$ cat config.mk
export PLATFORM = sky130hd
export DESIGN_NAME = lockstep_top
export DESIGN_NICKNAME = d
export VERILOG_FILES = /design/src/design/lockstep_pkg.sv /design/src/design/acc_core.sv /design/src/design/bus_intg_check.sv /design/src/design/lockstep_delay.sv /design/src/design/lockstep_top.sv /design/src/design/secded_inv_dec.sv /design/src/design/shadow_reset_gen.sv
export SDC_FILE = /design/constraint.sdc
export NUM_CORES = 1
export LEC_CHECK = 0
export BUFFER_PORTS_ARGS = -buffer_cell sky130_fd_sc_hd__buf_2
export CAP_MARGIN = 5
export CORE_MARGIN = 1
export CORE_UTILIZATION = 40
export DETAILED_ROUTE_END_ITERATION = 8
export GPL_ROUTABILITY_DRIVEN = 0
export HOLD_SLACK_MARGIN = 0.12
export PLACE_DENSITY = 0.64
export SLEW_MARGIN = 40
export SYNTH_ARGS = -nofsm -noshare
export SYNTH_HDL_FRONTEND = slang
export SYNTH_SLANG_ARGS = --single-unit
$ cat constraint.sdc
create_clock -name clk_i -period 2.1 [get_ports clk_i]
set_input_delay 0.21 -clock clk_i [delete_from_list [all_inputs] [get_ports clk_i]]
set_output_delay 0.21 -clock clk_i [all_outputs]
set_load 0.005 [all_outputs]
$ cat src/design/lockstep_pkg.sv
// Lockstep shared definitions

package lockstep_pkg;

  localparam int unsigned DATA_W = 32;
  localparam int unsigned INTG_W = 7;

  typedef logic [DATA_W-1:0] word_t;
  typedef logic [INTG_W-1:0] intg_t;

  localparam word_t ADDR_STEP     = 32'd4;
  localparam intg_t INTG_INV_MASK = 7'h2A;

  // Hsiao (39,32) parity masks, entry i covers check bit i
  localparam logic [INTG_W-1:0][DATA_W-1:0] HSIAO_MASK = {
    32'h98505586, 32'h2DCC624C, 32'hC2C1323B, 32'h31234ED1,
    32'h413D89AA, 32'hDEBA8050, 32'h2606BD25
  };

  typedef enum logic [2:0] {
    IDLE,
    RD_REQ,
    RD_WAIT,
    WR_REQ,
    WR_WAIT
  } core_state_e;

  // Plain check bits, before inversion
  function automatic intg_t secded_chk(word_t data);
    intg_t chk;
    for (int i = 0; i < INTG_W; i++) begin
      chk[i] = ^(data & HSIAO_MASK[i]);
    end
    return chk;
  endfunction

  function automatic intg_t secded_enc(word_t data);
    return secded_chk(data) ^ INTG_INV_MASK;
  endfunction

endpackage

$ cat src/design/acc_core.sv
// Accumulator core

`timescale 1ns/1ps

module acc_core (
  input  logic                clk_i,
  input  logic                rst_ni,
  input  logic                fetch_enable_i,
  input  logic                data_gnt_i,
  input  logic                data_rvalid_i,
  input  logic                data_err_i,
  input  lockstep_pkg::word_t data_rdata_i,
  output logic                data_req_o,
  output logic                data_we_o,
  output lockstep_pkg::word_t data_addr_o,
  output lockstep_pkg::word_t data_wdata_o,
  output logic                alert_minor_o
);

  lockstep_pkg::core_state_e state_q, state_d;
  lockstep_pkg::word_t       addr_q;
  lockstep_pkg::word_t       acc_q;
  logic                      alert_minor_q;

  always_comb begin
    state_d = state_q;
    unique case (state_q)
      lockstep_pkg::IDLE: begin
        if (fetch_enable_i) begin
          state_d = lockstep_pkg::RD_REQ;
        end
      end
      lockstep_pkg::RD_REQ: begin
        if (data_gnt_i) begin
          state_d = lockstep_pkg::RD_WAIT;
        end
      end
      lockstep_pkg::RD_WAIT: begin
        if (data_rvalid_i) begin
          state_d = lockstep_pkg::WR_REQ;
        end
      end
      lockstep_pkg::WR_REQ: begin
        if (data_gnt_i) begin
          state_d = lockstep_pkg::WR_WAIT;
        end
      end
      lockstep_pkg::WR_WAIT: begin
        if (data_rvalid_i) begin
          state_d = fetch_enable_i ? lockstep_pkg::RD_REQ : lockstep_pkg::IDLE;
        end
      end
      default: state_d = lockstep_pkg::IDLE;
    endcase
  end

  always_ff @(posedge clk_i or negedge rst_ni) begin
    if (!rst_ni) begin
      state_q       <= lockstep_pkg::IDLE;
      addr_q        <= '0;
      acc_q         <= '0;
      alert_minor_q <= 1'b0;
    end else begin
      state_q       <= state_d;
      alert_minor_q <= data_rvalid_i & data_err_i;
      // Errored read data is dropped
      if (state_q == lockstep_pkg::RD_WAIT && data_rvalid_i && !data_err_i) begin
        acc_q <= acc_q + data_rdata_i;
      end
      if (state_q == lockstep_pkg::WR_WAIT && data_rvalid_i) begin
        addr_q <= addr_q + lockstep_pkg::ADDR_STEP;
      end
    end
  end

  assign data_req_o    = (state_q == lockstep_pkg::RD_REQ) | (state_q == lockstep_pkg::WR_REQ);
  assign data_we_o     = (state_q == lockstep_pkg::WR_REQ);
  assign data_addr_o   = addr_q;
  assign data_wdata_o  = acc_q;
  assign alert_minor_o = alert_minor_q;

endmodule

$ cat src/design/bus_intg_check.sv
// Read data integrity check

`timescale 1ns/1ps

module bus_intg_check (
  input  logic                clk_i,
  input  logic                rst_ni,
  input  logic                data_gnt_i,
  input  logic                data_we_i,
  input  logic                data_rvalid_i,
  input  lockstep_pkg::word_t data_rdata_i,
  input  lockstep_pkg::intg_t data_rdata_intg_i,
  output logic                bus_intg_err_o
);

  lockstep_pkg::word_t rdata_q;
  lockstep_pkg::intg_t rdata_intg_q;
  logic                rvalid_q;
  logic                we_gnt_q;
  logic                we_rsp_q;
  logic [1:0]          dec_err;

  // Response codeword
  always_ff @(posedge clk_i) begin
    rdata_q      <= data_rdata_i;
    rdata_intg_q <= data_rdata_intg_i;
  end

  // Direction of the granted request, lined up with its response
  always_ff @(posedge clk_i or negedge rst_ni) begin
    if (!rst_ni) begin
      rvalid_q <= 1'b0;
      we_gnt_q <= 1'b0;
      we_rsp_q <= 1'b0;
    end else begin
      rvalid_q <= data_rvalid_i;
      if (data_gnt_i) begin
        we_gnt_q <= data_we_i;
      end
      we_rsp_q <= we_gnt_q;
    end
  end

  secded_inv_dec u_rdata_dec (
    .data_i (rdata_q),
    .intg_i (rdata_intg_q),
    .err_o  (dec_err)
  );

  // Write responses carry no checked data
  assign bus_intg_err_o = rvalid_q & ~we_rsp_q & (|dec_err);

endmodule

$ cat src/design/lockstep_delay.sv
// Lockstep delay line

`timescale 1ns/1ps

module lockstep_delay #(
  parameter int unsigned Width = 1,
  parameter int unsigned Depth = 1
) (
  input  logic             clk_i,
  input  logic             rst_ni,
  input  logic [Width-1:0] d_i,
  output logic [Width-1:0] q_o
);

  logic [Depth-1:0][Width-1:0] stage_q;

  always_ff @(posedge clk_i or negedge rst_ni) begin
    if (!rst_ni) begin
      stage_q <= '0;
    end else begin
      stage_q[0] <= d_i;
      for (int unsigned i = 1; i < Depth; i++) begin
        stage_q[i] <= stage_q[i-1];
      end
    end
  end

  // Oldest stage
  assign q_o = stage_q[Depth-1];

endmodule

$ cat src/design/lockstep_top.sv
// Dual-core lockstep checker top

`timescale 1ns/1ps

module lockstep_top #(
  parameter int unsigned LockstepOffset = 2
) (
  input  logic                clk_i,
  input  logic                rst_ni,
  input  logic                fetch_enable_i,

  input  logic                data_req_i,
  input  logic                data_we_i,
  input  lockstep_pkg::word_t data_addr_i,
  input  lockstep_pkg::word_t data_wdata_i,

  input  logic                data_gnt_i,
  input  logic                data_rvalid_i,
  input  lockstep_pkg::word_t data_rdata_i,
  input  lockstep_pkg::intg_t data_rdata_intg_i,
  input  logic                data_err_i,

  output lockstep_pkg::intg_t data_wdata_intg_o,
  output logic                alert_major_internal_o,
  output logic                alert_major_bus_o,
  output logic                alert_minor_o
);

  localparam int unsigned InW  = 4 + lockstep_pkg::DATA_W;
  localparam int unsigned OutW = 2 + 2 * lockstep_pkg::DATA_W;

  logic                shadow_rst_n;
  logic                cmp_en;

  logic [InW-1:0]      shadow_in_d, shadow_in_q;
  logic [OutW-1:0]     main_out_d, main_out_q;
  logic [OutW-1:0]     shadow_out_d, shadow_out_q;

  logic                sh_fetch_enable;
  logic                sh_gnt;
  logic                sh_rvalid;
  logic                sh_err;
  lockstep_pkg::word_t sh_rdata;

  logic                sh_req;
  logic                sh_we;
  lockstep_pkg::word_t sh_addr;
  lockstep_pkg::word_t sh_wdata;

  shadow_reset_gen #(
    .LockstepOffset (LockstepOffset)
  ) u_shadow_reset_gen (
    .clk_i         (clk_i),
    .rst_ni        (rst_ni),
    .shadow_rst_no (shadow_rst_n),
    .cmp_en_o      (cmp_en)
  );

  //////////////////////////////
  // Input and output delays
  //////////////////////////////

  assign shadow_in_d = {fetch_enable_i, data_gnt_i, data_rvalid_i, data_err_i, data_rdata_i};

  lockstep_delay #(
    .Width (InW),
    .Depth (LockstepOffset)
  ) u_in_delay (
    .clk_i  (clk_i),
    .rst_ni (rst_ni),
    .d_i    (shadow_in_d),
    .q_o    (shadow_in_q)
  );

  assign {sh_fetch_enable, sh_gnt, sh_rvalid, sh_err, sh_rdata} = shadow_in_q;

  // One extra stage matches the shadow output register
  assign main_out_d = {data_req_i, data_we_i, data_addr_i, data_wdata_i};

  lockstep_delay #(
    .Width (OutW),
    .Depth (LockstepOffset + 1)
  ) u_out_delay (
    .clk_i  (clk_i),
    .rst_ni (rst_ni),
    .d_i    (main_out_d),
    .q_o    (main_out_q)
  );

  //////////////////////////////
  // Shadow core
  //////////////////////////////

  acc_core u_shadow_core (
    .clk_i          (clk_i),
    .rst_ni         (shadow_rst_n),
    .fetch_enable_i (sh_fetch_enable),
    .data_gnt_i     (sh_gnt),
    .data_rvalid_i  (sh_rvalid),
    .data_err_i     (sh_err),
    .data_rdata_i   (sh_rdata),
    .data_req_o     (sh_req),
    .data_we_o      (sh_we),
    .data_addr_o    (sh_addr),
    .data_wdata_o   (sh_wdata),
    .alert_minor_o  (alert_minor_o)
  );

  assign shadow_out_d = {sh_req, sh_we, sh_addr, sh_wdata};

  always_ff @(posedge clk_i or negedge rst_ni) begin
    if (!rst_ni) begin
      shadow_out_q <= '0;
    end else begin
      shadow_out_q <= shadow_out_d;
    end
  end

  //////////////////////////////
  // Checks and alerts
  //////////////////////////////

  bus_intg_check u_bus_intg_check (
    .clk_i             (clk_i),
    .rst_ni            (rst_ni),
    .data_gnt_i        (data_gnt_i),
    .data_we_i         (data_we_i),
    .data_rvalid_i     (data_rvalid_i),
    .data_rdata_i      (data_rdata_i),
    .data_rdata_intg_i (data_rdata_intg_i),
    .bus_intg_err_o    (alert_major_bus_o)
  );

  assign data_wdata_intg_o      = lockstep_pkg::secded_enc(data_wdata_i);
  assign alert_major_internal_o = cmp_en & (shadow_out_q != main_out_q);

endmodule

$ cat src/design/secded_inv_dec.sv
// Inverted SECDED (39,32) checker

`timescale 1ns/1ps

module secded_inv_dec (
  input  lockstep_pkg::word_t data_i,
  input  lockstep_pkg::intg_t intg_i,
  output logic [1:0]          err_o
);

  lockstep_pkg::intg_t intg_plain;
  lockstep_pkg::intg_t chk_calc;
  lockstep_pkg::intg_t syndrome;
  logic                syndrome_odd;
  logic                syndrome_nz;

  // Undo the inversion on the received check bits
  assign intg_plain = intg_i ^ lockstep_pkg::INTG_INV_MASK;
  assign chk_calc   = lockstep_pkg::secded_chk(data_i);
  assign syndrome   = chk_calc ^ intg_plain;

  assign syndrome_odd = ^syndrome;
  assign syndrome_nz  = |syndrome;

  // Hsiao columns all have odd weight
  // Odd syndrome is a single-bit error, non-zero even syndrome is a double
  assign err_o[0] = syndrome_odd;
  assign err_o[1] = syndrome_nz & ~syndrome_odd;

endmodule

$ cat src/design/shadow_reset_gen.sv
// Shadow core reset and compare enable

`timescale 1ns/1ps

module shadow_reset_gen #(
  parameter int unsigned LockstepOffset = 2
) (
  input  logic clk_i,
  input  logic rst_ni,
  output logic shadow_rst_no,
  output logic cmp_en_o
);

  localparam int unsigned CntW = $clog2(LockstepOffset);

  logic [CntW-1:0] cnt_q;
  logic            cnt_done;
  logic            shadow_rst_nq;
  logic            cmp_en_q;

  // Counter saturates on the last offset cycle
  assign cnt_done = (cnt_q == CntW'(LockstepOffset - 1));

  always_ff @(posedge clk_i or negedge rst_ni) begin
    if (!rst_ni) begin
      cnt_q         <= '0;
      shadow_rst_nq <= 1'b0;
      cmp_en_q      <= 1'b0;
    end else begin
      if (!cnt_done) begin
        cnt_q <= cnt_q + CntW'(1);
      end
      shadow_rst_nq <= cnt_done;
      cmp_en_q      <= shadow_rst_nq;
    end
  end

  assign shadow_rst_no = shadow_rst_nq;
  assign cmp_en_o      = cmp_en_q;

endmodule

# Word level (Yosys, flattened, before mapping)
# Index checks and enable logic that the tools add are counted.
# W data, S select, Z words.
# totals
register_bits	449
out_inout_bits	10
word_cells	73
in_bits	111
# op_classes
reduce_logical	23
n_eq_ne	10
n_bitwise	11
add_sub_neg	3
muxes	8
# op_table
operator	n
$reduce_xor A32 Y1	14
$ne A66 B66 Y1	1
$add A32 B3 Y32 const B	1
$add A32 B32 Y32	1
$mux W3	5
$pmux W3 S5	1
$ne A2 B2 Y1 const B	4
$reduce_or A7 Y1	1
$reduce_xor A7 Y1	1
$xor A7 B7 Y7	1
$eq A3 B2 Y1 const B	2
$not A3 Y3	2
$and A1 B1 Y1	5
$reduce_and A5 Y1	1
$eq A3 B1 Y1 const B	1
$eq A3 B3 Y1 const B	1
$logic_and A1 B1 Y1	3
$logic_not A3 Y1	1
$mux W1	2
$ne A2 B1 Y1 const B	1
$not A1 Y1	2
$reduce_or A2 Y1	1
$add A1 B1 Y1 const B	1
$logic_not A1 Y1	1
$or A1 B1 Y1	1

# Depth between registers and ports, before layout
# depth
word_depth	7
ltp_mapped	12
mapped_depth_nobuf	12

# Modules after synthesis
# A second synthesis with hierarchy kept.
# unflattened
hier_cells	1180
area_unflattened_um2	16460.8
# by_module_without_submodules
module	seq_area_each_um2	area_per_inst_um2	cells_per_inst	instances
lockstep_delay (u_out_delay)	4954.8	5450.2	264	1
acc_core	1651.6	4247.8	455	1
lockstep_top	1651.6	2957.8	221	1
lockstep_delay (u_in_delay)	1801.7	2072.0	108	1
bus_intg_check	855.8	882.1	45	1
secded_inv_dec	0.0	772.0	83	1
shadow_reset_gen	75.1	78.8	4	1

# Least setup slack after synthesis
# OpenSTA, ideal clock, no wires.
# synth_path
path_type	register to register
from	reg u_shadow_core.acc_q[0], in the netlist u_shadow_core.data_wdata_o[0]
to	reg u_shadow_core.acc_q[28], in the netlist u_shadow_core.data_wdata_o[28]
setup_slack_ns	-0.369
path_stages_with_launch	13
arrival_ns	2.377
path_buffers	0
setup_ns	0.092
synth_period_minus_slack_ns	2.469
t_required_ns	2.008
cell_sequence	dfrtp_1 -> ha_1 -> inv_1 -> fa_1 -> nor2b_4 -> o211ai_2 -> a31oi_4 -> a211oi_2 -> or3b_1 -> a31oi_1 -> o31a_2 -> nor3_1 -> o31ai_2
# synth_between
elab_chain_len	1
# synth_lines
item	line	text
start: declaration	acc_core.sv:22	lockstep_pkg::word_t acc_q;
start signal: assignment	acc_core.sv:68	acc_q <= acc_q + data_rdata_i;
$add A32 B32 Y32	acc_core.sv:68	
# No other way between the ends.
# A chain may end at the register's enable or synchronous reset.

# Worst setup path after layout
# layout_path
from	reg u_bus_intg_check.rdata_q[8]
to	out alert_major_bus_o
# layout_between
elab_chain_len	7
elab_cells_between_ends	10
classes_between	bitwise: 4; reduce/logical: 6
# layout_lines
item	line	text
start: declaration	bus_intg_check.sv:16	lockstep_pkg::word_t rdata_q;
start signal: assignment	bus_intg_check.sv:25	rdata_q <= data_rdata_i;
$reduce_xor A32 Y1	lockstep_pkg.sv:32	chk[i] = ^(data & HSIAO_MASK[i]);
$xor A7 B7 Y7 *	secded_inv_dec.sv:20	assign syndrome = chk_calc ^ intg_plain;
$reduce_xor A7 Y1	secded_inv_dec.sv:22	assign syndrome_odd = ^syndrome;
$not A1 Y1	secded_inv_dec.sv:28	assign err_o[1] = syndrome_nz & ~syndrome_odd;
$and A1 B1 Y1	secded_inv_dec.sv:28	
$reduce_or A2 Y1 *	bus_intg_check.sv:51	assign bus_intg_err_o = rvalid_q & ~we_rsp_q & (|dec_err);
$and A1 B1 Y1 *	bus_intg_check.sv:51	
end: declaration	lockstep_top.sv:25	output logic alert_major_bus_o,
# Every way passes the cells marked *; elsewhere a longest branch is shown, timed or not.

==> run summary <==
## Timing
* 3.003 ns — time the final worst path needs with I/O delays and setup
* 0.5451 ns — worst slew pin tran
* 0 — Hold Vio Cnt, Final
* yes — RSZ-0062 raised after global routing
* 0 — max-slew violations
* 333.0 MHz — fmax
* 143.0% — fin crit share
* 19 — final count of negative-setup-slack endpoints
* 63.66% — tightest slew margin relative to the limit
* 0.01575 ns — Worst Clk Skew
* -0.9027 ns — smallest setup slack after layout

## Detailed routing
* 0 — count of nets left with antenna violations after detail routing
* 9727 — via count
* 0 — number of remaining DRC errors
* 17.38 µm — average wire per standard cell
* 466 — DR iter-0 viols
* 36.12 mm — detailed-route wire length
* 4.681 — average vias per placed instance
* 5 — number of detailed-routing iterations run before antenna repair

## Outcome
* finished with violations — outcome
* negative setup slack — violated checks

## Yosys
* 2.900% — adder and majority gate portion of the synthesized area
* dfrtp_1 — Most used DFF post-synth
* 64.17% — top cell type's share of synthesized area
* 5.918% — compound-cell area share of the yosys netlist
* dfrtp_1, xnor2_1, dfxtp_1 — top cells by area in the synthesized netlist
* XOR/XNOR gates — main combinational cell family by area after synthesis
* 0.3407% — mux contribution to synthesized area
* dfrtp_1, xnor2_1, xor2_1 — list of most frequent post-synthesis cells
* 0 — Post-synth EDFFs
* 75 — count of unique library cells instantiated by Yosys
* 6.306% — area share of and/or/nand/nor cells after synthesis
* dfrtp_1 — most frequent cell after synthesis
* 0 — number of warnings reported in the yosys synthesis log
* 1119 — Cells after Synth
* 444 — post-synthesis sequential element count
* 91.22% — proportion of synthesized flip-flops having asynchronous set or reset
* 1266 — Mapped Nets
* 69.12% — register area share after synthesis
* dfrtp_1 — cell type with the highest aggregate area in the netlist
* 14.21% — synthesized-area fraction occupied by xor and xnor cells
* 14.11 µm² — Mean Syn Cell Area
* 0.01579 mm² — netlist area before placement

## Power and ir drop
* 9.699 nW — leak pwr
* 40.1% — register share of total power
* 0.5511 mV — peak supply drop
* 28.2% — Comb pwr share
* 29.43% — switching share of power
* 7.458 mW — switching component of the power
* 31.7% — part of the total power dissipated in the clock network
* 25.34 mW — post-layout power
* 1188 mW/mm² — power per standard cell area
* 17.88 mW — internal power summed over all cells

## GRT
* 68 — pin count of the biggest net entering global routing
* 3 — antenna violations before repair
* 18.62% — overall track demand over capacity in global routing
* 0 — total congestion overflow
* 10710 — vias in the first global route
* 57.73 mm — first-pass GRT wire length

## Clock tree
* done — CTS tree
* 46 — number of buffers created by CTS
* 0.06 ns — register clock-pin slew on the reported worst setup and hold paths
* clkbuf_16 — clock root buffer master
* 444 — clk sink count
* 2 — htree depth
* 3 — Max clock buf depth
* 0.56 ns — clock insertion delay at the later pin of the skew report

## Critical path
* xnor2_1 — critical path's most frequent cell
* 1.89 ns — required time of the critical path
* dfxtp_1 — highest-delay cell along the critical path
* xnor2_1, xor2_1, xnor2_1, xnor2_1, ha_1, xor2_1, xnor2_1, a311oi_2, buf_2 — Cell Chain, Critical Path
* output pin — Crit. End Element
* flip-flop — Startpoint Class
* 2.79 ns — arrival time reported for the critical path endpoint
* 0.34 ns — Slowest Stage Delay on Critical Path
* flip-flop to output pin — critical path class
* 2 — critical-path maximum fanout

## Placement
* 120 — port buffer count
* 1872 — placed cell count
* -0.4632 ns — worst slack at placement
* 24.67 mm — DPL Wire Length

## Layout
* 35.08% — Area growth, synth to finish
* 54.94% — fin util
* 2078 — number of standard cells in the final layout excluding fillers
* 27.39% — proportion of layout cells with a drive suffix above 1
* 1675 — number of nets in the layout
* 3120 — number of filler instances in the final layout

## Die
* 200.7 µm — height of the die
* 200.7 µm — Horiz. Die Dim
* 0.04028 mm² — overall die area
* 72 — number of rows created at floorplan
* 0.03883 mm² — core footprint
* 121 — top-level I/O count
* 40.67% — Starting Density

## Job
* 0 — max cap viols

## Worst hold path
* flip-flop to asynchronous set/reset pin — class of the most critical hold timing path

[sequential cells by signal, indices dropped and copies added (netlist names), 3 cells and up]
| signal | count |
|---|---|
| u_shadow_core.data_addr_o | 30 |
| u_in_delay.q_o | 36 |
| u_shadow_core.data_wdata_o | 32 |
| u_out_delay.stage_q | 132 |
| shadow_out_q | 64 |
| u_bus_intg_check.rdata_intg_q | 7 |
| u_in_delay.stage_q | 36 |
| u_out_delay.q_o | 66 |
| u_bus_intg_check.rdata_q | 32 |
| u_shadow_core.state_q | 3 |
[cells by family after synthesis]
logic type,count (synthesis)
DFF,444
xor gates and xnor gates,253
and+or+nand+nor,196
AOI/OAI and AO/OA,138
buffers and inverters,46
adders and majority gates,36
muxes,5
other,1
[metrics by stage]
stage	hold slack [ns]	cell area, µm²	setup TNS [ns]
2_1_floorplan	-0.08559	15890	-1.329
3_3_place_gp	0.1390	18130	-4.523
3_5_place_dp	0.1396	18130	-4.938
4_1_cts	0.1446	20990	-6.540
5_1_grt	0.1548	21330	-9.007
6_report	0.1352	21330	-6.475
[area by class of cell]
type	count	area (µm²)	area share, %
Antenna cell	1	2.502	0.01173
Clock buffer	64	1321	6.194
Clock inverter	15	173.9	0.8152
Tap cell	518	648.1	3.038
Sequential cell	444	10920	51.20
Inverter	31	116.4	0.5455
Timing Repair Buffer	376	2944	13.80
Multi-Input combinational cell	629	5204	24.39
[worst paths after layout]
kind	slack, ns	to	depth (start not counted)	startpoint
setup / recovery	-0.90	alert_major_bus_o	9	u_bus_intg_check.rdata_q[8]
hold / removal	0.14	u_shadow_core.data_addr_o[4]	0	u_shadow_reset_gen.shadow_rst_no
hold reg to reg	0.14	u_shadow_core.data_addr_o[4]	0	u_shadow_reset_gen.shadow_rst_no
min in group clk_i	0.29	u_out_delay.stage_q[45]	2	data_addr_i[13]
max in group asynchronous	1.13	u_shadow_core.state_q[0]	1	u_shadow_reset_gen.shadow_rst_no
setup reg to reg	-0.51	u_shadow_core.data_wdata_o[28]	12	u_shadow_core.data_wdata_o[0]
[layer usage]
layer / part of all wire, % / GRT usage (%) / vias to the layer above / wire [µm]
li1: - / - / 4563 / -
met1: 44 / 24.09 / 4877 / 15770
met2: 49 / 31.36 / 195 / 17770
met3: 3.8 / 3.101 / 90 / 1359
met4: 3.3 / 7.225 / 2 / 1208
met5: 0.022 / 0 / - / 8
[worst max-delay path: cells and delay by family, from the launching register on]
kind	cells	cell delay, ns
xor+xnor	6	1.14
compound gates	1	0.30
fa+ha+maj	1	0.31
flops	1	0.34
buf+inv	1	0.17
[cell usage in the layout (no fill, tap or decap), drive strengths merged, types with 29 or more instances in the layout]
master	n
nand2	72
xnor2	177
clkbuf	64
xor2	74
o21ai	42
a21oi	38
dfxtp	39
buf	262
inv	36
ha	35
dlygate4sd3	110
nor2	29
dfrtp	405
[what timing repair did]
action / CTS / global route
endpoints found under the hold margin: 481 / 4
buffers inserted: 15 / 7
hold buffers: 110 / 4
cloned: 0 / 0
endpoints found under the setup margin: 21 / 33
pin swaps: 30 / 42
resized for setup: 42 / 63
[power groups by stage]
stage                     clock, mW  sequential [mW]  combinational, mW
after floorplan                   0             10.1               3.67
after global placement            0             10.3               6.00
after detailed placement          0             10.3               6.11
after CTS                      8.24             10.1               6.75
after global routing           8.58             10.2               7.84
final                          8.04             10.2               7.14
(Power assumes the default switching activity.)
